## src/design/cw_macros.svh

```systemverilog
`ifndef CW_MACROS_SVH
`define CW_MACROS_SVH

// host register map
`define CW_AUX_IO_ADDR      8'h25   // aux output control
`define CW_TRIGSRC_ADDR     8'h27   // trigger source enables + combine mode
`define CW_TRIGMOD_ADDR     8'h28   // trigger module select
`define CW_IOROUTE_ADDR     8'h37   // target pin routing, 8 bytes
`define CW_IOREAD_ADDR      8'h3b   // sampled target pin levels

// widths
`define CW_BYTECNT_W        7       // host byte counter
`define CW_TRIGSRC_W        16      // two bytes
`define CW_TRIGMOD_W        3       // module code only
`define CW_IOROUTE_W        64      // eight bytes
`define CW_NUM_TARGETIO     4       // rear target io pins
`define CW_USERIO_W         8       // user io lines used as triggers

// reset values
`define CW_TRIGSRC_RESET    16'h0020                // pin 4 enabled, or mode
`define CW_TRIGMOD_RESET    3'd0                    // normal edge
`define CW_IOROUTE_RESET    64'h0000_0000_0000_0201 // pin 1 tx, pin 2 rx

// trigger module codes
`define CW_TRIGMOD_EDGE_NORMAL  3'd0  // combined external trigger
`define CW_TRIGMOD_ADVIO        3'd1  // advanced io pattern
`define CW_TRIGMOD_SAD          3'd2  // sum of abs difference
`define CW_TRIGMOD_DECODEDIO    3'd3  // decoded serial io
`define CW_TRIGMOD_TRACE        3'd4  // trace match
`define CW_TRIGMOD_ADC          3'd5  // adc level
`define CW_TRIGMOD_EDGE         3'd6  // edge counter

// combine modes, trigsrc[7:6]; 3 is off
`define CW_COMB_OR          2'd0
`define CW_COMB_AND         2'd1
`define CW_COMB_NAND        2'd2

`endif
```

## src/design/cw_route_pkg.sv

```systemverilog
`include "cw_macros.svh"

package cw_route_pkg;

   // one routing byte per target pin
   typedef struct packed {
      logic       gpio_en;     // drive fixed level
      logic       gpio_level;  // level when gpio_en
      logic       oc_tx;       // pin 3 only, tx open collector
      logic       const_low;   // pin 3 only, hold low
      logic [1:0] rsvd_user;   // user serial bits, kept reserved
      logic       rx_en;       // pin feeds uart rx
      logic       tx_en;       // pin driven by uart tx
   } gpio_route_t;

   typedef struct packed {
      logic [5:0] rsvd;        // switch type / smart card, unused
      logic       power_off;   // target power disable
      logic       avrprog_en;  // avr programming mux
   } extra_route_t;

   typedef struct packed {
      logic [1:0] rsvd;
      logic       pdic;
      logic       pdic_en;
      logic       pdid;
      logic       pdid_en;
      logic       nrst;
      logic       nrst_en;
   } extra_gpio_t;

   // field view, lsb byte first in memory order
   typedef struct packed {
      logic [7:0]                              rsvd;        // byte 7
      extra_gpio_t                             extra_gpio;  // byte 6
      extra_route_t                            extra;       // byte 5
      logic [7:0]                              glitch;      // byte 4, outputs dropped
      gpio_route_t [`CW_NUM_TARGETIO-1:0]      pin;         // bytes 3..0
   } ioroute_fields_t;

   // same 64 bits seen as host byte lanes or decoded fields
   typedef union packed {
      logic [`CW_IOROUTE_W/8-1:0][7:0] byte_lane;
      ioroute_fields_t                 field;
   } ioroute_u;

endpackage

```

## src/design/cw_io_top.sv

```systemverilog
`timescale 1ns/10ps
`include "cw_macros.svh"

module cw_io_top (
   input  logic                          clk_usb,
   input  logic                          reset,
   input  logic [7:0]                    reg_address_i,
   input  logic [`CW_BYTECNT_W-1:0]      reg_bytecnt_i,
   input  logic [7:0]                    reg_datai_i,
   input  logic                          reg_read_i,
   input  logic                          reg_write_i,
   output logic [7:0]                    reg_datao_o,
   output logic                          cwauxio_o,
   input  logic                          trigger_aux_i,
   input  logic                          trigger_nrst_i,
   input  logic [`CW_NUM_TARGETIO-1:0]   trigger_io_i,
   input  logic [`CW_USERIO_W-1:0]       userio_d_i,
   input  logic                          trigger_advio_i,
   input  logic                          trigger_sad_i,
   input  logic                          trigger_decodedio_i,
   input  logic                          trigger_trace_i,
   input  logic                          trigger_adc_i,
   input  logic                          trigger_edge_i,
   output logic                          trigger_o,
   output logic                          trigger_ext_o,
   output logic                          decodeio_active_o,
   output logic                          sad_active_o,
   output logic                          edge_trigger_active_o,
   input  logic                          uart_tx_i,
   output logic                          uart_rx_o,
   input  logic [`CW_NUM_TARGETIO-1:0]   targetio_in_i,
   output logic [`CW_NUM_TARGETIO-1:0]   targetio_out_o,
   output logic [`CW_NUM_TARGETIO-1:0]   targetio_oe_o,
   output logic                          targetpower_off_o,
   output logic                          enable_avrprog_o,
   output logic                          enable_output_nrst_o,
   output logic                          output_nrst_o,
   output logic                          enable_output_pdid_o,
   output logic                          output_pdid_o,
   output logic                          enable_output_pdic_o,
   output logic                          output_pdic_o
);

   import cw_route_pkg::*;

   ioroute_u                            ioroute;
   logic [`CW_TRIGSRC_W-1:0]            trigsrc;
   logic [`CW_TRIGMOD_W-1:0]            trigmod;
   logic                                targetio_highz;
   logic [`CW_NUM_TARGETIO-1:0]         ioread;    // sampled levels back to regs
   logic [`CW_NUM_TARGETIO-1:0]         rx_en;

   cw_reg_file u_regs (
      .clk_usb, .reset, .reg_address_i, .reg_bytecnt_i, .reg_datai_i,
      .reg_read_i, .reg_write_i, .ioread_i(ioread), .reg_datao_o, .cwauxio_o,
      .trigsrc_o(trigsrc), .trigmod_o(trigmod), .ioroute_o(ioroute),
      .targetio_highz_o(targetio_highz), .targetpower_off_o, .enable_avrprog_o,
      .enable_output_nrst_o, .output_nrst_o, .enable_output_pdid_o,
      .output_pdid_o, .enable_output_pdic_o, .output_pdic_o
   );

   trigger_combine u_trig (
      .clk_usb, .reset, .trigsrc_i(trigsrc), .trigmod_i(trigmod),
      .trigger_aux_i, .trigger_nrst_i, .trigger_io_i, .userio_d_i,
      .trigger_advio_i, .trigger_sad_i, .trigger_decodedio_i, .trigger_trace_i,
      .trigger_adc_i, .trigger_edge_i, .trigger_o, .trigger_ext_o,
      .decodeio_active_o, .sad_active_o, .edge_trigger_active_o
   );

   // one router per target pin
   for (genvar gi = 0; gi < `CW_NUM_TARGETIO; gi++) begin : g_pin
      assign rx_en[gi] = ioroute.field.pin[gi].rx_en;
      targetio_pin_route #(.pPIN_INDEX(gi)) u_route (
         .clk_usb,
         .route_i   (ioroute.field.pin[gi]),
         .highz_i   (targetio_highz),
         .uart_tx_i,
         .pin_out_o (targetio_out_o[gi]),
         .pin_oe_o  (targetio_oe_o[gi])
      );
   end

   io_sample_rx u_rx (
      .clk_usb, .reset, .pin_in_i(targetio_in_i), .rx_en_i(rx_en),
      .ioread_o(ioread), .uart_rx_o
   );

endmodule

```

## src/design/io_sample_rx.sv

```systemverilog
`timescale 1ns/10ps
`include "cw_macros.svh"

module io_sample_rx (
   input  logic                          clk_usb,
   input  logic                          reset,
   input  logic [`CW_NUM_TARGETIO-1:0]   pin_in_i,   // pad levels
   input  logic [`CW_NUM_TARGETIO-1:0]   rx_en_i,    // per-pin rx enable
   output logic [`CW_NUM_TARGETIO-1:0]   ioread_o,   // for host readback
   output logic                          uart_rx_o
);

   logic [`CW_NUM_TARGETIO-1:0] ioread_q;

   // one cycle sample of the pins
   always_ff @(posedge clk_usb) begin
      if (reset) begin
         ioread_q <= '0;
      end else begin
         ioread_q <= pin_in_i;
      end
   end

   assign ioread_o = ioread_q;

   // lowest enabled pin wins, scanned from the top down
   always_comb begin
      uart_rx_o = 1'b1;                              // idle line
      for (int i = `CW_NUM_TARGETIO-1; i >= 0; i--) begin
         if (rx_en_i[i]) begin
            uart_rx_o = pin_in_i[i];
         end
      end
   end

endmodule

```

## src/design/targetio_pin_route.sv

```systemverilog
`timescale 1ns/10ps
`include "cw_macros.svh"

module targetio_pin_route #(
   parameter int pPIN_INDEX = 0                    // 0-based pin number
) (
   input  logic                        clk_usb,
   input  cw_route_pkg::gpio_route_t   route_i,    // this pin's routing byte
   input  logic                        highz_i,    // target power off
   input  logic                        uart_tx_i,
   output logic                        pin_out_o,
   output logic                        pin_oe_o
);

   // only pin 3 has the open-collector and hold-low options
   localparam bit HAS_OC = (pPIN_INDEX == 2);

   always_comb begin
      pin_out_o = 1'b0;
      pin_oe_o  = 1'b0;                              // float by default
      if (highz_i) begin
         pin_oe_o = 1'b0;                            // unpowered target, hands off
      end else if (route_i.tx_en) begin
         pin_out_o = uart_tx_i;
         pin_oe_o  = 1'b1;
      end else if (HAS_OC && route_i.const_low) begin
         pin_out_o = 1'b0;
         pin_oe_o  = 1'b1;
      end else if (HAS_OC && route_i.oc_tx) begin
         pin_out_o = 1'b0;                           // pull low only
         pin_oe_o  = ~uart_tx_i;                     // release on tx high
      end else if (route_i.gpio_en) begin
         pin_out_o = route_i.gpio_level;
         pin_oe_o  = 1'b1;
      end
   end

   // pin must stay released whenever power is off
   a_highz_float: assert property (@(posedge clk_usb) highz_i |-> !pin_oe_o);

endmodule

```

## src/design/trigger_combine.sv

```systemverilog
`timescale 1ns/10ps
`include "cw_macros.svh"

module trigger_combine (
   input  logic                          clk_usb,
   input  logic                          reset,
   input  logic [`CW_TRIGSRC_W-1:0]      trigsrc_i,          // enables + mode
   input  logic [`CW_TRIGMOD_W-1:0]      trigmod_i,
   input  logic                          trigger_aux_i,      // front aux line
   input  logic                          trigger_nrst_i,
   input  logic [`CW_NUM_TARGETIO-1:0]   trigger_io_i,       // rear target lines
   input  logic [`CW_USERIO_W-1:0]       userio_d_i,
   input  logic                          trigger_advio_i,
   input  logic                          trigger_sad_i,
   input  logic                          trigger_decodedio_i,
   input  logic                          trigger_trace_i,
   input  logic                          trigger_adc_i,
   input  logic                          trigger_edge_i,
   output logic                          trigger_o,
   output logic                          trigger_ext_o,
   output logic                          decodeio_active_o,
   output logic                          sad_active_o,
   output logic                          edge_trigger_active_o
);

   logic [`CW_TRIGSRC_W-1:0] src;        // sources lined up with enable bits
   logic [`CW_TRIGSRC_W-1:0] src_en;     // mode bits masked out
   logic [1:0]               comb_mode;
   logic                     trig_or;
   logic                     trig_and;

   assign src       = {userio_d_i, 2'b00, trigger_io_i, trigger_nrst_i, trigger_aux_i};
   assign src_en    = {trigsrc_i[15:8], 2'b00, trigsrc_i[5:0]};
   assign comb_mode = trigsrc_i[7:6];

   assign trig_or  = |(src & src_en);       // disabled counts as 0
   assign trig_and = &(src | ~src_en);      // disabled counts as 1

   always_comb begin
      case (comb_mode)
         `CW_COMB_OR:   trigger_ext_o = trig_or;
         `CW_COMB_AND:  trigger_ext_o = trig_and;
         `CW_COMB_NAND: trigger_ext_o = ~trig_and;
         default:       trigger_ext_o = 1'b0;   // combine off
      endcase
   end

   // trigger module select
   always_comb begin
      case (trigmod_i)
         `CW_TRIGMOD_EDGE_NORMAL: trigger_o = trigger_ext_o;
         `CW_TRIGMOD_ADVIO:       trigger_o = trigger_advio_i;
         `CW_TRIGMOD_SAD:         trigger_o = trigger_sad_i;
         `CW_TRIGMOD_DECODEDIO:   trigger_o = trigger_decodedio_i;
         `CW_TRIGMOD_TRACE:       trigger_o = trigger_trace_i;
         `CW_TRIGMOD_ADC:         trigger_o = trigger_adc_i;
         `CW_TRIGMOD_EDGE:        trigger_o = trigger_edge_i;
         default:                 trigger_o = 1'b0;   // code 7 unused
      endcase
   end

   // modules that need to know they own the trigger
   assign decodeio_active_o     = (trigmod_i == `CW_TRIGMOD_DECODEDIO);
   assign sad_active_o          = (trigmod_i == `CW_TRIGMOD_SAD);
   assign edge_trigger_active_o = (trigmod_i == `CW_TRIGMOD_EDGE);

   a_one_active: assert property (@(posedge clk_usb) disable iff (reset)
      $onehot0({decodeio_active_o, sad_active_o, edge_trigger_active_o}));

endmodule

```

## src/design/cw_reg_file.sv

```systemverilog
`timescale 1ns/10ps
`include "cw_macros.svh"

module cw_reg_file (
   input  logic                          clk_usb,
   input  logic                          reset,
   input  logic [7:0]                    reg_address_i,
   input  logic [`CW_BYTECNT_W-1:0]      reg_bytecnt_i,
   input  logic [7:0]                    reg_datai_i,
   input  logic                          reg_read_i,
   input  logic                          reg_write_i,
   input  logic [`CW_NUM_TARGETIO-1:0]   ioread_i,        // sampled pin levels
   output logic [7:0]                    reg_datao_o,
   output logic                          cwauxio_o,
   output logic [`CW_TRIGSRC_W-1:0]      trigsrc_o,
   output logic [`CW_TRIGMOD_W-1:0]      trigmod_o,
   output cw_route_pkg::ioroute_u        ioroute_o,
   output logic                          targetio_highz_o,
   output logic                          targetpower_off_o,
   output logic                          enable_avrprog_o,
   output logic                          enable_output_nrst_o,
   output logic                          output_nrst_o,
   output logic                          enable_output_pdid_o,
   output logic                          output_pdid_o,
   output logic                          enable_output_pdic_o,
   output logic                          output_pdic_o
);

   import cw_route_pkg::*;

   logic                                auxio_q;      // aux output enable
   logic [`CW_TRIGSRC_W/8-1:0][7:0]     trigsrc_q;    // byte addressable
   logic [`CW_TRIGMOD_W-1:0]            trigmod_q;
   ioroute_u                            ioroute_q;
   logic                                power_off_q;  // one cycle behind routing bit
   logic                                trig_lane;    // byte select, trigsrc
   logic [2:0]                          route_lane;   // byte select, ioroute

   assign trig_lane  = reg_bytecnt_i[0];
   assign route_lane = reg_bytecnt_i[2:0];

   // host writes, one byte per strobe
   always_ff @(posedge clk_usb) begin
      if (reset) begin
         auxio_q   <= 1'b0;
         trigsrc_q <= `CW_TRIGSRC_RESET;
         trigmod_q <= `CW_TRIGMOD_RESET;
         ioroute_q <= `CW_IOROUTE_RESET;
      end else if (reg_write_i) begin
         case (reg_address_i)
            `CW_AUX_IO_ADDR:  auxio_q <= reg_datai_i[0];
            `CW_TRIGSRC_ADDR: trigsrc_q[trig_lane] <= reg_datai_i;
            `CW_TRIGMOD_ADDR: trigmod_q <= reg_datai_i[`CW_TRIGMOD_W-1:0];
            `CW_IOROUTE_ADDR: ioroute_q.byte_lane[route_lane] <= reg_datai_i;
            default: ;                                   // read-only or unmapped
         endcase
      end
   end

   // read mux, zero when idle or unmapped
   always_comb begin
      reg_datao_o = 8'h00;
      if (reg_read_i) begin
         case (reg_address_i)
            `CW_AUX_IO_ADDR:  reg_datao_o = {7'b0, auxio_q};
            `CW_TRIGSRC_ADDR: reg_datao_o = trigsrc_q[trig_lane];
            `CW_TRIGMOD_ADDR: reg_datao_o = {{(8-`CW_TRIGMOD_W){1'b0}}, trigmod_q};
            `CW_IOROUTE_ADDR: reg_datao_o = ioroute_q.byte_lane[route_lane];
            `CW_IOREAD_ADDR:  reg_datao_o = {{(8-`CW_NUM_TARGETIO){1'b0}}, ioread_i};
            default:          reg_datao_o = 8'h00;
         endcase
      end
   end

   // power switch and pin float share one flop
   always_ff @(posedge clk_usb) begin
      if (reset) begin
         power_off_q <= 1'b0;
      end else begin
         power_off_q <= ioroute_q.field.extra.power_off;
      end
   end

   assign targetpower_off_o = power_off_q;
   assign targetio_highz_o  = power_off_q;     // pins float while unpowered

   assign cwauxio_o = auxio_q;
   assign trigsrc_o = trigsrc_q;
   assign trigmod_o = trigmod_q;
   assign ioroute_o = ioroute_q;

   // static outputs straight from routing fields
   assign enable_avrprog_o     = ioroute_q.field.extra.avrprog_en;
   assign enable_output_nrst_o = ioroute_q.field.extra_gpio.nrst_en;
   assign output_nrst_o        = ioroute_q.field.extra_gpio.nrst;
   assign enable_output_pdid_o = ioroute_q.field.extra_gpio.pdid_en;
   assign output_pdid_o        = ioroute_q.field.extra_gpio.pdid;
   assign enable_output_pdic_o = ioroute_q.field.extra_gpio.pdic_en;
   assign output_pdic_o        = ioroute_q.field.extra_gpio.pdic;

   // host must keep byte count inside the addressed register
   a_trigsrc_bytecnt: assert property (@(posedge clk_usb) disable iff (reset)
      (reg_write_i && reg_address_i == `CW_TRIGSRC_ADDR) |-> reg_bytecnt_i < `CW_TRIGSRC_W/8);
   a_ioroute_bytecnt: assert property (@(posedge clk_usb) disable iff (reset)
      (reg_write_i && reg_address_i == `CW_IOROUTE_ADDR) |-> reg_bytecnt_i < `CW_IOROUTE_W/8);

endmodule

```

## config.mk

```make
export PLATFORM = sky130hd
export DESIGN_NAME = cw_io_top
export DESIGN_NICKNAME = d
export VERILOG_FILES = /design/src/design/cw_route_pkg.sv /design/src/design/cw_io_top.sv /design/src/design/io_sample_rx.sv /design/src/design/targetio_pin_route.sv /design/src/design/trigger_combine.sv /design/src/design/cw_reg_file.sv
export VERILOG_INCLUDE_DIRS = /design/src /design/src/design
export SDC_FILE = /design/constraint.sdc
export NUM_CORES = 1
export LEC_CHECK = 0
export ABC_AREA = 1
export BUFFER_PORTS_ARGS = -buffer_cell sky130_fd_sc_hd__buf_2
export CORE_MARGIN = 10
export CORE_UTILIZATION = 50
export DETAILED_ROUTE_END_ITERATION = 8
export MAX_ROUTING_LAYER = met4
export PLACE_DENSITY_LB_ADDON = 0.2
export SLEW_MARGIN = 20
export SYNTH_ARGS = -nofsm -noshare
export SYNTH_HDL_FRONTEND = slang
export SYNTH_HIERARCHICAL = 1
export SYNTH_SLANG_ARGS = --single-unit
```

## constraint.sdc

```tcl
create_clock -name clk_usb -period 1.1 [get_ports clk_usb]
set_input_delay 0 -clock clk_usb [delete_from_list [all_inputs] [get_ports clk_usb]]
set_output_delay 0 -clock clk_usb [all_outputs]
set_load 0.02 [all_outputs]
```

# After elaboration in Yosys (flattened, before gate mapping)
# Index checks and enable logic that the tools add are counted.
# W data, S select, Z words.
[classes]
bitwise = 5
order_cmp = 4
n_reduce_logical = 10
eq_ne = 13
mux = 46
[ops]
columns = ["cell", "count"]
rows = [
  ["$bwmux W64", 1],
  ["$mux W8", 6],
  ["$eq A8 B6 Y1 const B", 5],
  ["$pmux W8 S5", 1],
  ["$mux W1", 32],
  ["$bmux W8 S3", 1],
  ["$demux W8 S3", 1],
  ["$and A16 B16 Y16", 1],
  ["$bwmux W16", 1],
  ["$not A16 Y16", 1],
  ["$or A16 B16 Y16", 1],
  ["$reduce_and A16 Y1", 1],
  ["$reduce_or A16 Y1", 1],
  ["$eq A3 B3 Y1 const B", 3],
  ["$demux W8 S1", 1],
  ["$reduce_and A2 Y1", 4],
  ["$pmux W1 S7", 1],
  ["$eq A3 B2 Y1 const B", 2],
  ["$lt A3 B4 Y1 const B", 1],
  ["$eq A3 B1 Y1 const B", 1],
  ["$ge A3 B1 Y1 const B", 1],
  ["$logic_not A3 Y1", 1],
  ["$pmux W1 S3", 1],
  ["$eq A2 B1 Y1 const B", 1],
  ["other kinds (6)", 8],
]
[totals]
ff_bits = 89
out_inout_bits = 31
word_cells = 85
inputBits = 52

# Logic depth before layout (Yosys ltp)
# Gate-level depths: netlist of run 1.
[depth]
depth_word = 6
mapped_depth = 10
ltp_nobuf = 10

# Cells and area by module
# The synthesis of run 1 kept the hierarchy.
[by_module_without_submodules]
columns = ["module", "instances", "cells_each", "seq_area_each_um2", "area_each_um2"]
rows = [
  ["cw_reg_file", 1, 750, 1701.6, 4556.9],
  ["trigger_combine", 1, 90, 0.0, 374.1],
  ["io_sample_rx", 1, 21, 80.1, 150.1],
  ["targetio_pin_route at g_pin[0].u_route ...", 3, 8, 0.0, 31.3],
  ["targetio_pin_route at g_pin[2].u_route", 1, 17, 0.0, 72.6],
]

# Least setup slack after synthesis of run 1
# Ideal clock, no wire load.
[synth_timing]
path_kind = "reg-to-output"
from = "reg u_regs.ioroute_q, in the netlist u_regs/ioroute_o[48]"
to = "out reg_datao_o[0]"
slack_ns = -0.091
arrival_time_ns = 1.191
n_path_buf = 0
stages_incl_launch_ff = 9
required_ns = 1.100
cell_sequence = "dfxtp_1 > nand2_1 > nand2_1 > nand2_1 > nand2_1 > nand2_1 > nand2_1 > nand2_1 > a21oi_1"
[synth_between]
elab_chain_len = 4
[synth_lines]
columns = ["item", "line_no", "text"]
rows = [
  ["start: declaration", "cw_reg_file.sv:34", "ioroute_u ioroute_q;"],
  ["start signal: assignment", "cw_reg_file.sv:48", "ioroute_q <= `CW_IOROUTE_RESET;"],
  ["$bmux W8 S3", "cw_reg_file.sv:68", "`CW_IOROUTE_ADDR: reg_datao_o = ioroute_q.byte_lane[route_lane];"],
  ["$mux W8 (not written as such)", "cw_reg_file.sv:68", ""],
  ["$pmux W8 S5", "cw_reg_file.sv:64", "case (reg_address_i)"],
  ["$mux W8", "cw_reg_file.sv:63", "if (reg_read_i) begin"],
  ["end: declaration", "cw_io_top.sv:12", "output logic [7:0] reg_datao_o,"],
]
# No other way between the ends. The select of a mux whose other input is x is not followed.

# Final worst setup path of run 1
[layout_timing]
from = "reg u_regs.trigsrc_q, in the netlist u_regs/trigsrc_o[8]"
to = "out trigger_o"
[layout_between]
elab_chain_len = 6
word_cells_on_any_way = 8
cone_classes = "mux (2); bitwise (4); reduce/logical (2)"
[layout_lines]
columns = ["item", "line_no", "text"]
rows = [
  ["start: declaration", "cw_reg_file.sv:32", "logic [`CW_TRIGSRC_W/8-1:0][7:0] trigsrc_q;"],
  ["start signal: assignment", "cw_reg_file.sv:46", "trigsrc_q <= `CW_TRIGSRC_RESET;"],
  ["start signal: indexed assignment", "cw_reg_file.sv:52", "`CW_TRIGSRC_ADDR: trigsrc_q[trig_lane] <= reg_datai_i;"],
  ["$not A16 Y16", "trigger_combine.sv:37", "assign trig_and = &(src | ~src_en);"],
  ["$or A16 B16 Y16", "trigger_combine.sv:37", ""],
  ["$reduce_and A16 Y1", "trigger_combine.sv:37", ""],
  ["$not A1 Y1", "trigger_combine.sv:43", "`CW_COMB_NAND: trigger_ext_o = ~trig_and;"],
  ["$pmux W1 S3 *", "trigger_combine.sv:40", "case (comb_mode)"],
  ["$pmux W1 S7 *", "trigger_combine.sv:50", "case (trigmod_i)"],
  ["end: declaration", "cw_io_top.sv:24", "output logic trigger_o,"],
]
# Every way passes the cells marked *; elsewhere a longest branch is shown, timed or not.

==> reports/qor_table.md, run 1 <==
| Metric | This run | Unit |
|:---|:---|:---|
| Placed wire-length estimate | 10900 | um |
| Post-Synthesis Cell Area | 5190 | um2 |
| Remaining design rule violation count | 0 | - |
| Non-filler instance count after layout | 1186 | - |
| Placement Setup Slack | -0.170 | ns |
| Endpoint required time on the critical path | 1.10 | ns |
| Inst Count DP | 1150 | - |
| Endpoints failing hold | 0 | - |
| Final hold slack | 0.0245 | ns |
| PnR worst setup slack | -0.358 | ns |
| Wire length per cell after detailed routing | 12.8 | um |
| Number of port buffers | 78 | - |
| Initial core utilization | 0.508 | - |
| Pins over their slew limit | 0 | - |
| Synth Instances | 895 | - |
| Failing checks | setup timing | - |
| FF/Latch Area | 1850 | um2 |
| Class of the tightest hold or removal check | in -> reg | - |
| Detailed Route Iter0 Violations | 272 | - |
| Area inside the core boundary | 10200 | um2 |
| Category of the worst setup path launch point | flop | - |
| Internal Dissipation | 4.57 | mW |
| Clock slew seen by the registers of the worst setup and hold paths | 0.09 | ns |
| Switching component of the power | 1.62 | mW |
| Cell area after layout | 7020 | um2 |
| RSZ-0062 raised after global routing | true | - |
| Pin count of the biggest net entering global routing | 41 | - |
| Antenna diode instance count | 0 | - |
| Nets in the synthesized netlist | 947 | - |
| Worst Path Class, Setup | reg -> out | - |
| Nets@finish | 1097 | - |
| Share of total power in the clock network | 0.357 | - |
| Total I/O pin count | 83 | - |
| Power density over the cells | 881 | nW/um2 |
| Peak fanout along the critical path | 4 | - |
| TritonCTS buffer count | 9 | - |
| Vias in the first global route | 5005 | - |
| X dimension of the die | 122 | um |
| Critical path capture point type | primary output | - |
| Fin crit period | 1.46 | ns |
| CTS root buffer | sky130_fd_sc_hd__clkbuf_8 | - |
| Number of warning messages in the yosys log | 6 | - |
| Number of detailed-route iterations in the first pass | 5 | - |
| Number of H-tree levels | 3 | - |
| Multi-input gate area in the final layout | 3160 | um2 |
| Total Power Consumption | 6.19 | mW |
| Number of sinks on the clock net | 89 | - |
| Total length of routed wires | 15200 | um |
| Critical Path Source | u_regs/trigsrc_o[8] | - |
| Worst clock skew | 0.00537 | ns |
| Arrival time worst endpoint | 1.46 | ns |
| Share of cells above drive strength 1 | 0.284 | - |
| Via density | 4.75 | - |
| RR Startpoint | u_regs/ioroute_o[52] | - |
| Number of failing setup endpoints in the final timing report | 20 | - |
| Filler cell count | 945 | - |
| Power share of the sequential group | 0.521 | - |
| Number of antenna violations at the first check in global routing | 0 | - |
| Tcrit/Tclk final | 1.33 | - |
| Area of the die | 14900 | um2 |
| Area Growth Syn to Fin | 35.2 | % |
| Antenna Nets Post-Route | 0 | - |
| Run status | finished, violations left | - |
| TritonCTS clock tree | yes | - |
| Overall via count from detail_route | 5629 | - |
| Buffer levels on the longest clock path | 2 | - |
| All-Layer GR Usage | 0.205 | - |
| LEAKAGE | 3.56 | nW |
| Total placed instance area | 6280 | um2 |
| Height of the die | 122 | um |
| Sum of negative setup slack | -3.87 | ns |
| Achievable clock frequency | 686 | MHz |
| GRT overflow | 0 | - |
| Syn avg cell area | 5.80 | um2 |
| Utilization after layout | 0.687 | - |
| Worst voltage drop across the vdd grid | 0.000569 | V |
| Startpoint of the most critical hold path | reset | - |
| First-pass GRT wire length | 24200 | um |
| Switching power as a share of total power | 0.261 | - |
| Max-capacitance violation count | 0 | - |
| Slew @ Worst Pin | 0.387 | ns |
| Insertion delay of the later-clocked pin in the worst-skew pair | 0.36 | ns |
| Gate power share | 0.122 | - |
| Routability congestion estimate | 0.896 | - |
| Worst slew margin relative to its limit | 0.742 | - |
| Number of rows created at floorplan | 37 | - |
-- placed cells by master, fill, tap and decap left out, types with 3 or more instances in the layout --
cell                            count
sky130_fd_sc_hd__nand2_2           18
sky130_fd_sc_hd__inv_1             63
sky130_fd_sc_hd__inv_2             12
sky130_fd_sc_hd__dfxtp_1           34
sky130_fd_sc_hd__nand4_1            6
sky130_fd_sc_hd__nor3_1             5
sky130_fd_sc_hd__a21oi_1            5
sky130_fd_sc_hd__nor2_1           188
sky130_fd_sc_hd__o21ai_1           24
sky130_fd_sc_hd__buf_4             62
sky130_fd_sc_hd__buf_6             26
sky130_fd_sc_hd__dlygate4sd3_1     17
sky130_fd_sc_hd__buf_12             8
sky130_fd_sc_hd__nand3_1           21
sky130_fd_sc_hd__nand2_4            3
sky130_fd_sc_hd__clkbuf_8           9
sky130_fd_sc_hd__buf_2             56
sky130_fd_sc_hd__nor2_4             7
sky130_fd_sc_hd__nand2_1          383
sky130_fd_sc_hd__dfxtp_2           54
sky130_fd_sc_hd__nor2_2             7
sky130_fd_sc_hd__a21oi_2           12
sky130_fd_sc_hd__nand3_2            3
sky130_fd_sc_hd__nor2_8             8
-- final timing paths --
kind / slack, ns / cells past startpoint / end
max: -0.36 / 10 / trigger_o
min: 0.02 / 3 / u_regs/targetio_highz_o
max reg2reg: 0.28 / 4 / u_regs/ioroute_o[52]
min reg2reg: 0.48 / 2 / u_regs/ioroute_o[13]
-- state kept, by name (all words and copies together), names as in the netlist --
signal                   flops
u_regs/cwauxio_o             1
u_regs/trigsrc_o            16
u_rx/ioread_o                4
u_regs/targetio_highz_o      1
u_regs/trigmod_o             3
u_regs/ioroute_o            64
-- critical path, cell delays in order (launching register included) --
cell,delay [ns]
sky130_fd_sc_hd__dfxtp_2,0.34
sky130_fd_sc_hd__nand2_1,0.06
sky130_fd_sc_hd__nand2_1,0.05
sky130_fd_sc_hd__inv_1,0.05
sky130_fd_sc_hd__nand2_1,0.05
sky130_fd_sc_hd__nor2_2,0.12
sky130_fd_sc_hd__nand2_1,0.05
sky130_fd_sc_hd__nand2_1,0.07
sky130_fd_sc_hd__nand4_1,0.10
sky130_fd_sc_hd__nand2_1,0.10
sky130_fd_sc_hd__buf_6,0.11
-- cell type report --
type / count / share of cell area
multi-input combinational: 700 / 0.449
sequential: 89 / 0.264
timing repair buffer: 169 / 0.195
inverter: 76 / 0.0411
tap: 136 / 0.0242
clock buffer: 11 / 0.0187
clock inverter: 5 / 0.00802
-- repair_timing --
item / in CTS / in global routing
setup endpoints to repair: 22 / 22
endpoints found under the hold margin: 30 / 0
pin swaps: 18 / 40
setup buffers: 2 / 6
gates resized for setup: 82 / 71
hold buffers: 17 / 0
-- power by group through the flow --
stage | clock network [mW] | logic [mW] | registers (mW)
floorplan | 0 | 0.330 | 3.31
global placement | 0 | 0.672 | 3.31
detailed placement | 0 | 0.677 | 3.31
CTS | 2.24 | 0.738 | 3.23
global route | 2.37 | 0.820 | 3.23
finish | 2.21 | 0.753 | 3.23
-- per-layer routing --
layer,track usage,vias up,part of all wire
met2,0.325,144,0.46
met1,0.256,2461,0.47
met3,0.0384,21,0.057
met4,0.0671,0,0.019
li1,-,3003,-
met5,-,-,0
Note: power is estimated with default switching activity, not from simulation.
==> run 2: changes to the inputs <==
--- a/config.mk
+++ b/config.mk
@@ -13,6 +13,7 @@
 export DETAILED_ROUTE_END_ITERATION = 8
 export MAX_ROUTING_LAYER = met4
 export PLACE_DENSITY_LB_ADDON = 0.2
+export SETUP_SLACK_MARGIN = 0.1
 export SLEW_MARGIN = 20
 export SYNTH_ARGS = -nofsm -noshare
 export SYNTH_HDL_FRONTEND = slang
==> reports/qor_table.md, run 2 (synthesis results as in run 1) <==
| Metric | This run | Unit |
|:---|:---|:---|
| CTS root buffer | sky130_fd_sc_hd__clkbuf_8 | - |
| PnR worst setup slack | -0.428 | ns |
| Buffer levels on the longest clock path | 2 | - |
| Via density | 4.83 | - |
| Endpoint required time on the critical path | 1.10 | ns |
| Highest-count cells in the layout ignoring fill and taps | sky130_fd_sc_hd__nand2_1 (370), sky130_fd_sc_hd__nor2_1 (185), sky130_fd_sc_hd__buf_4 (63) | - |
| Switching component of the power | 1.64 | mW |
| Worst slew margin relative to its limit | 0.670 | - |
| Slew @ Worst Pin | 0.494 | ns |
| RSZ-0062 raised after global routing | true | - |
| Detailed Route Iter0 Violations | 385 | - |
| Worst clock skew | 0.00310 | ns |
| Area Growth Syn to Fin | 39.1 | % |
| Endpoints failing hold | 0 | - |
| Wire length per cell after detailed routing | 13.3 | um |
| Worst voltage drop across the vdd grid | 0.000710 | V |
| Placed wire-length estimate | 11200 | um |
| Utilization after layout | 0.706 | - |
| Number of sinks on the clock net | 89 | - |
| Clock slew seen by the registers of the worst setup and hold paths | 0.08 | ns |
| Category of the worst setup path launch point | flop | - |
| Inst Count DP | 1154 | - |
| Arrival time worst endpoint | 1.53 | ns |
| Final hold slack | 0.0633 | ns |
| Routed length on met3 | 988 | um |
| WL met1 | 7030 | um |
| Pin count of the biggest net entering global routing | 35 | - |
| Gate power share | 0.122 | - |
| Antenna diode instance count | 0 | - |
| Total I/O pin count | 83 | - |
| Class of the tightest hold or removal check | in -> reg | - |
| Total placed instance area | 6370 | um2 |
| Cell area after layout | 7230 | um2 |
| Switching power as a share of total power | 0.261 | - |
| Non-filler instance count after layout | 1191 | - |
| Power density over the cells | 869 | nW/um2 |
| Remaining design rule violation count | 0 | - |
| Total length of routed wires | 15800 | um |
| Nets@finish | 1102 | - |
| TritonCTS clock tree | yes | - |
| Area of the die | 14900 | um2 |
| Number of failing setup endpoints in the final timing report | 20 | - |
| Highest metal used | met4 | - |
| Overall via count from detail_route | 5757 | - |
| Routability congestion estimate | 0.928 | - |
| Number of detailed-route iterations in the first pass | 5 | - |
| Achievable clock frequency | 655 | MHz |
| Vias in the first global route | 5196 | - |
| Leading cell type in the layout, fill and taps excluded | sky130_fd_sc_hd__nand2_1 | - |
| Height of the die | 122 | um |
| Share of total power in the clock network | 0.365 | - |
| Worst Path Class, Setup | reg -> out | - |
| X dimension of the die | 122 | um |
| Pins over their slew limit | 0 | - |
| First-pass GRT wire length | 24600 | um |
| Critical path capture point type | primary output | - |
| Peak fanout along the critical path | 4 | - |
| LEAKAGE | 3.66 | nW |
| GRT overflow | 0 | - |
| All-Layer GR Usage | 0.208 | - |
| Number of H-tree levels | 3 | - |
| Max-capacitance violation count | 0 | - |
| Fin crit period | 1.53 | ns |
| Area inside the core boundary | 10200 | um2 |
| Share of cells above drive strength 1 | 0.312 | - |
| Met2 routed wirelength | 7590 | um |
| Number of port buffers | 78 | - |
| Filler cell count | 912 | - |
| Flip-flop count of the largest register, all copies and words added | 64 | - |
| Tcrit/Tclk final | 1.39 | - |
| Internal Dissipation | 4.64 | mW |
| TritonCTS buffer count | 9 | - |
| Number of antenna violations at the first check in global routing | 0 | - |
| Placement Setup Slack | -0.208 | ns |
| Run status | finished, violations left | - |
| Initial core utilization | 0.508 | - |
| Failing checks | setup timing | - |
| Antenna Nets Post-Route | 0 | - |
| Insertion delay of the later-clocked pin in the worst-skew pair | 0.37 | ns |
| Number of rows created at floorplan | 37 | - |
| Total Power Consumption | 6.28 | mW |
| Power share of the sequential group | 0.513 | - |
| Sum of negative setup slack | -4.38 | ns |
==> run 2: cell type report <==
cell class / instances / area [um2] / area share
Clock buffer: 12 / 145 / 0.0201
Clock inverter: 4 / 52.6 / 0.00727
Inverter: 76 / 299 / 0.0414
Multi-Input combinational cell: 701 / 3240 / 0.448
Sequential cell: 89 / 1870 / 0.258
Tap cell: 136 / 170 / 0.0235
Timing Repair Buffer: 173 / 1450 / 0.201
==> run 2: repair_timing <==
action / CTS / global route
hold endpoints to repair: 31 / 0
resized for setup: 97 / 91
gates cloned: 0 / 1
buffers inserted: 3 / 10
hold buffers: 13 / 0
pin swaps: 24 / 38
endpoints found under the setup margin: 23 / 42
==> run 2: final timing paths <==
check                       start              endpoint  slack [ns]  cells past startpoint
max           u_regs/trigsrc_o[1]             trigger_o       -0.43                     10
min                         reset  u_regs/ioroute_o[33]        0.06                      4
max reg2reg   u_regs/trigsrc_o[8]   u_regs/trigsrc_o[8]        0.26                      4
min reg2reg  u_regs/ioroute_o[54]  u_regs/ioroute_o[54]        0.46                      2
==> run 2: power groups by stage <==
stage | clock network [mW] | registers (mW) | logic [mW]
floorplan | 0 | 3.31 | 0.336
global route | 2.44 | 3.22 | 0.833
global placement | 0 | 3.31 | 0.674
detailed placement | 0 | 3.31 | 0.682
finish | 2.29 | 3.22 | 0.764
CTS | 2.32 | 3.22 | 0.730
==> run 2: critical path: stages (launching register included) <==
cell and delay [ns]:
sky130_fd_sc_hd__dfxtp_2 0.35, sky130_fd_sc_hd__nand2_1 0.08, sky130_fd_sc_hd__nand2_1 0.06, sky130_fd_sc_hd__inv_1 0.05
sky130_fd_sc_hd__nand2_1 0.06, sky130_fd_sc_hd__nor2_2 0.10, sky130_fd_sc_hd__nand2_1 0.06, sky130_fd_sc_hd__nand2_1 0.07
sky130_fd_sc_hd__nand4_1 0.13, sky130_fd_sc_hd__nand2_2 0.10, sky130_fd_sc_hd__buf_6 0.11
==> run 2: layer usage <==
layer,vias up,global-route usage
met5,-,-
met4,0,0.0522
met3,20,0.0458
met2,165,0.342
met1,2565,0.253
li1,3007,-
==> run 3: changes to the inputs <==
--- a/config.mk
+++ b/config.mk
@@ -6,8 +6,10 @@
 export SDC_FILE = /design/constraint.sdc
 export NUM_CORES = 1
 export LEC_CHECK = 0
-export ABC_AREA = 1
+export ABC_AREA = 0
 export BUFFER_PORTS_ARGS = -buffer_cell sky130_fd_sc_hd__buf_2
+export CAP_MARGIN = 25
+export CORE_ASPECT_RATIO = 0.8
 export CORE_MARGIN = 10
 export CORE_UTILIZATION = 50
 export DETAILED_ROUTE_END_ITERATION = 8
==> reports/qor_table.md, run 3 <==
| Metric | This run | Unit |
|:---|:---|:---|
| Leading cell type in the layout, fill and taps excluded | sky130_fd_sc_hd__mux2i_1 | - |
| Category of the worst setup path launch point | flop | - |
| Max-capacitance violation count | 0 | - |
| Total I/O pin count | 83 | - |
| Met2 routed wirelength | 7680 | um |
| Critical path capture point type | primary output | - |
| Total length of routed wires | 15700 | um |
| GRT overflow | 0 | - |
| Slew @ Worst Pin | 0.493 | ns |
| Tcrit/Tclk final | 1.73 | - |
| Setup slack, reg-to-reg | 0.21 | ns |
| Antenna diode instance count | 0 | - |
| Sum of negative setup slack | -8.80 | ns |
| RSZ-0062 raised after global routing | true | - |
| RR Startpoint | u_regs/ioroute_o[9] | - |
| Number of antenna violations at the first check in global routing | 0 | - |
| X dimension of the die | 129 | um |
| Detailed Route Iter0 Violations | 363 | - |
| Achievable clock frequency | 524 | MHz |
| Placed wire-length estimate | 11100 | um |
| Buffer levels on the longest clock path | 2 | - |
| Flip-flop count of the largest register, all copies and words added | 64 | - |
| WL met1 | 6910 | um |
| PnR worst setup slack | -0.808 | ns |
| First-pass GRT wire length | 24900 | um |
| Run status | finished, violations left | - |
| Number of detailed-route iterations in the first pass | 5 | - |
| CP Capture Point | trigger_ext_o | - |
| Delay of the slowest cell on the worst path | 0.48 | ns |
| Area of the die | 13700 | um2 |
| Crit path max-delay cell type | sky130_fd_sc_hd__o41a_1 | - |
| Vias in the first global route | 4595 | - |
| Wire length per cell after detailed routing | 20.0 | um |
| Cells on worst reg2reg path | 3 | - |
| Number of port buffers | 78 | - |
| Via density | 5.81 | - |
| TritonCTS buffer count | 9 | - |
| Area inside the core boundary | 9110 | um2 |
| Worst Path Class, Setup | reg -> out | - |
| Initial core utilization | 0.518 | - |
| Number of sinks on the clock net | 89 | - |
| Clock slew seen by the registers of the worst setup and hold paths | 0.07 | ns |
| Worst slew margin relative to its limit | 0.669 | - |
| TritonCTS clock tree | yes | - |
| Endpoints failing hold | 0 | - |
| Synth Instances | 484 | - |
| Insertion delay of the later-clocked pin in the worst-skew pair | 0.35 | ns |
| All-Layer GR Usage | 0.231 | - |
| Highest metal used | met4 | - |
| Filler cell count | 591 | - |
| Post-Synthesis Cell Area | 4720 | um2 |
| Pins over their slew limit | 0 | - |
| Placement Setup Slack | -0.479 | ns |
| FF/Latch Area | 1840 | um2 |
| Antenna Nets Post-Route | 0 | - |
| Area Growth Syn to Fin | 50.5 | % |
| Number of warning messages in the yosys log | 6 | - |
| Number of H-tree levels | 3 | - |
| Critical path, cell by cell | nand2b_1 -> o2111ai_2 -> o41a_1 -> a211oi_4 -> buf_4 -> buf_6 | - |
| Height of the die | 107 | um |
| Class of the tightest hold or removal check | in -> reg | - |
| Capturing point of the worst reg2reg path | u_regs/ioroute_o[9] | - |
| Share of cells above drive strength 1 | 0.474 | - |
| Worst voltage drop across the vdd grid | 0.00116 | V |
| Utilization after layout | 0.779 | - |
| LEAKAGE | 2.99 | nW |
| Nets@finish | 714 | - |
| CTS root buffer | sky130_fd_sc_hd__clkbuf_16 | - |
| Critical Path Source | u_regs/trigsrc_o[13] | - |
| Fin crit period | 1.91 | ns |
| Worst clock skew | 0.0000346 | ns |
| Nets in the synthesized netlist | 536 | - |
| Multi-input gate area in the final layout | 3080 | um2 |
| Endpoint required time on the critical path | 1.10 | ns |
| Worst hold stages | 3 | - |
| Peak fanout along the critical path | 2 | - |
| Routability congestion estimate | 0.918 | - |
| Power density over the cells | 1010 | nW/um2 |
| Number of failing setup endpoints in the final timing report | 55 | - |
| Routed length on met3 | 881 | um |
| Remaining design rule violation count | 0 | - |
| Arrival time worst endpoint | 1.91 | ns |
| Highest-count cells in the layout ignoring fill and taps | sky130_fd_sc_hd__mux2i_1 (96), sky130_fd_sc_hd__nor2_1 (94), sky130_fd_sc_hd__buf_4 (81) | - |
| Failing checks | setup timing | - |
| Overall via count from detail_route | 4543 | - |
| Syn avg cell area | 9.75 | um2 |
| Pin count of the biggest net entering global routing | 55 | - |
| Final hold slack | 0.0617 | ns |
| Number of rows created at floorplan | 31 | - |
-- run 3: worst min-delay path by stage --
| stage | start | to | slack, ns |
|---|---|---|---|
| final | reg_datai_i[3] | u_regs/trigsrc_o[11] | 0.06 |
| after global routing | reg_datai_i[3] | u_regs/trigsrc_o[11] | 0.06 |
| after CTS | reg_datai_i[3] | u_regs/ioroute_o[3] | 0.05 |
| after detailed placement | targetio_in_i[1] | u_rx/ioread_o[1] | 0.25 |
| after global placement | targetio_in_i[0] | u_rx/ioread_o[0] | 0.24 |
| after floorplan | reset | u_rx/ioread_o[2] | 0.07 |
-- run 3: metrics by stage --
stage	area, um2	power, mW	instances
2_1_floorplan	4900	3.64	484
3_3_place_gp	6110	3.93	749
3_5_place_dp	6110	3.94	749
4_1_cts	6940	7.19	777
5_1_grt	7100	7.39	782
6_report	7100	7.17	782
-- run 3: area by class of cell --
class | instances | share of cell area
tap | 115 | 0.0203
multi-input combinational | 354 | 0.433
sequential | 89 | 0.259
clock inverter | 6 | 0.0102
inverter | 9 | 0.00476
timing repair buffer | 199 | 0.239
clock buffer | 10 | 0.0337
-- run 3: report_power, final --
part	internal, mW	total, mW	switching [mW]
registers	3.21	3.22	0.00455
logic	0.338	0.746	0.408
clock network	1.85	3.20	1.35
-- run 3: repair_timing --
action | in CTS | in global routing
resized for setup | 123 | 35
hold buffers | 4 | 0
pin swaps | 35 | 29
hold endpoints to repair | 4 | 0
buffers inserted | 8 | 8
endpoints found under the setup margin | 91 | 105
gates cloned | 1 | 1
-- run 3: layer usage --
metal,vias up,GRT usage
met5,-,-
met3,17,0.0478
met4,0,0.0571
met2,149,0.368
li1,2108,-
met1,2269,0.294
-- run 3: worst max-delay path, delay by kind of cell, from the launching register on --
kind	cells	cell delay, ns
buf+inv	2	0.26
flops	1	0.32
compound gates	3	0.88
simple gates	1	0.09
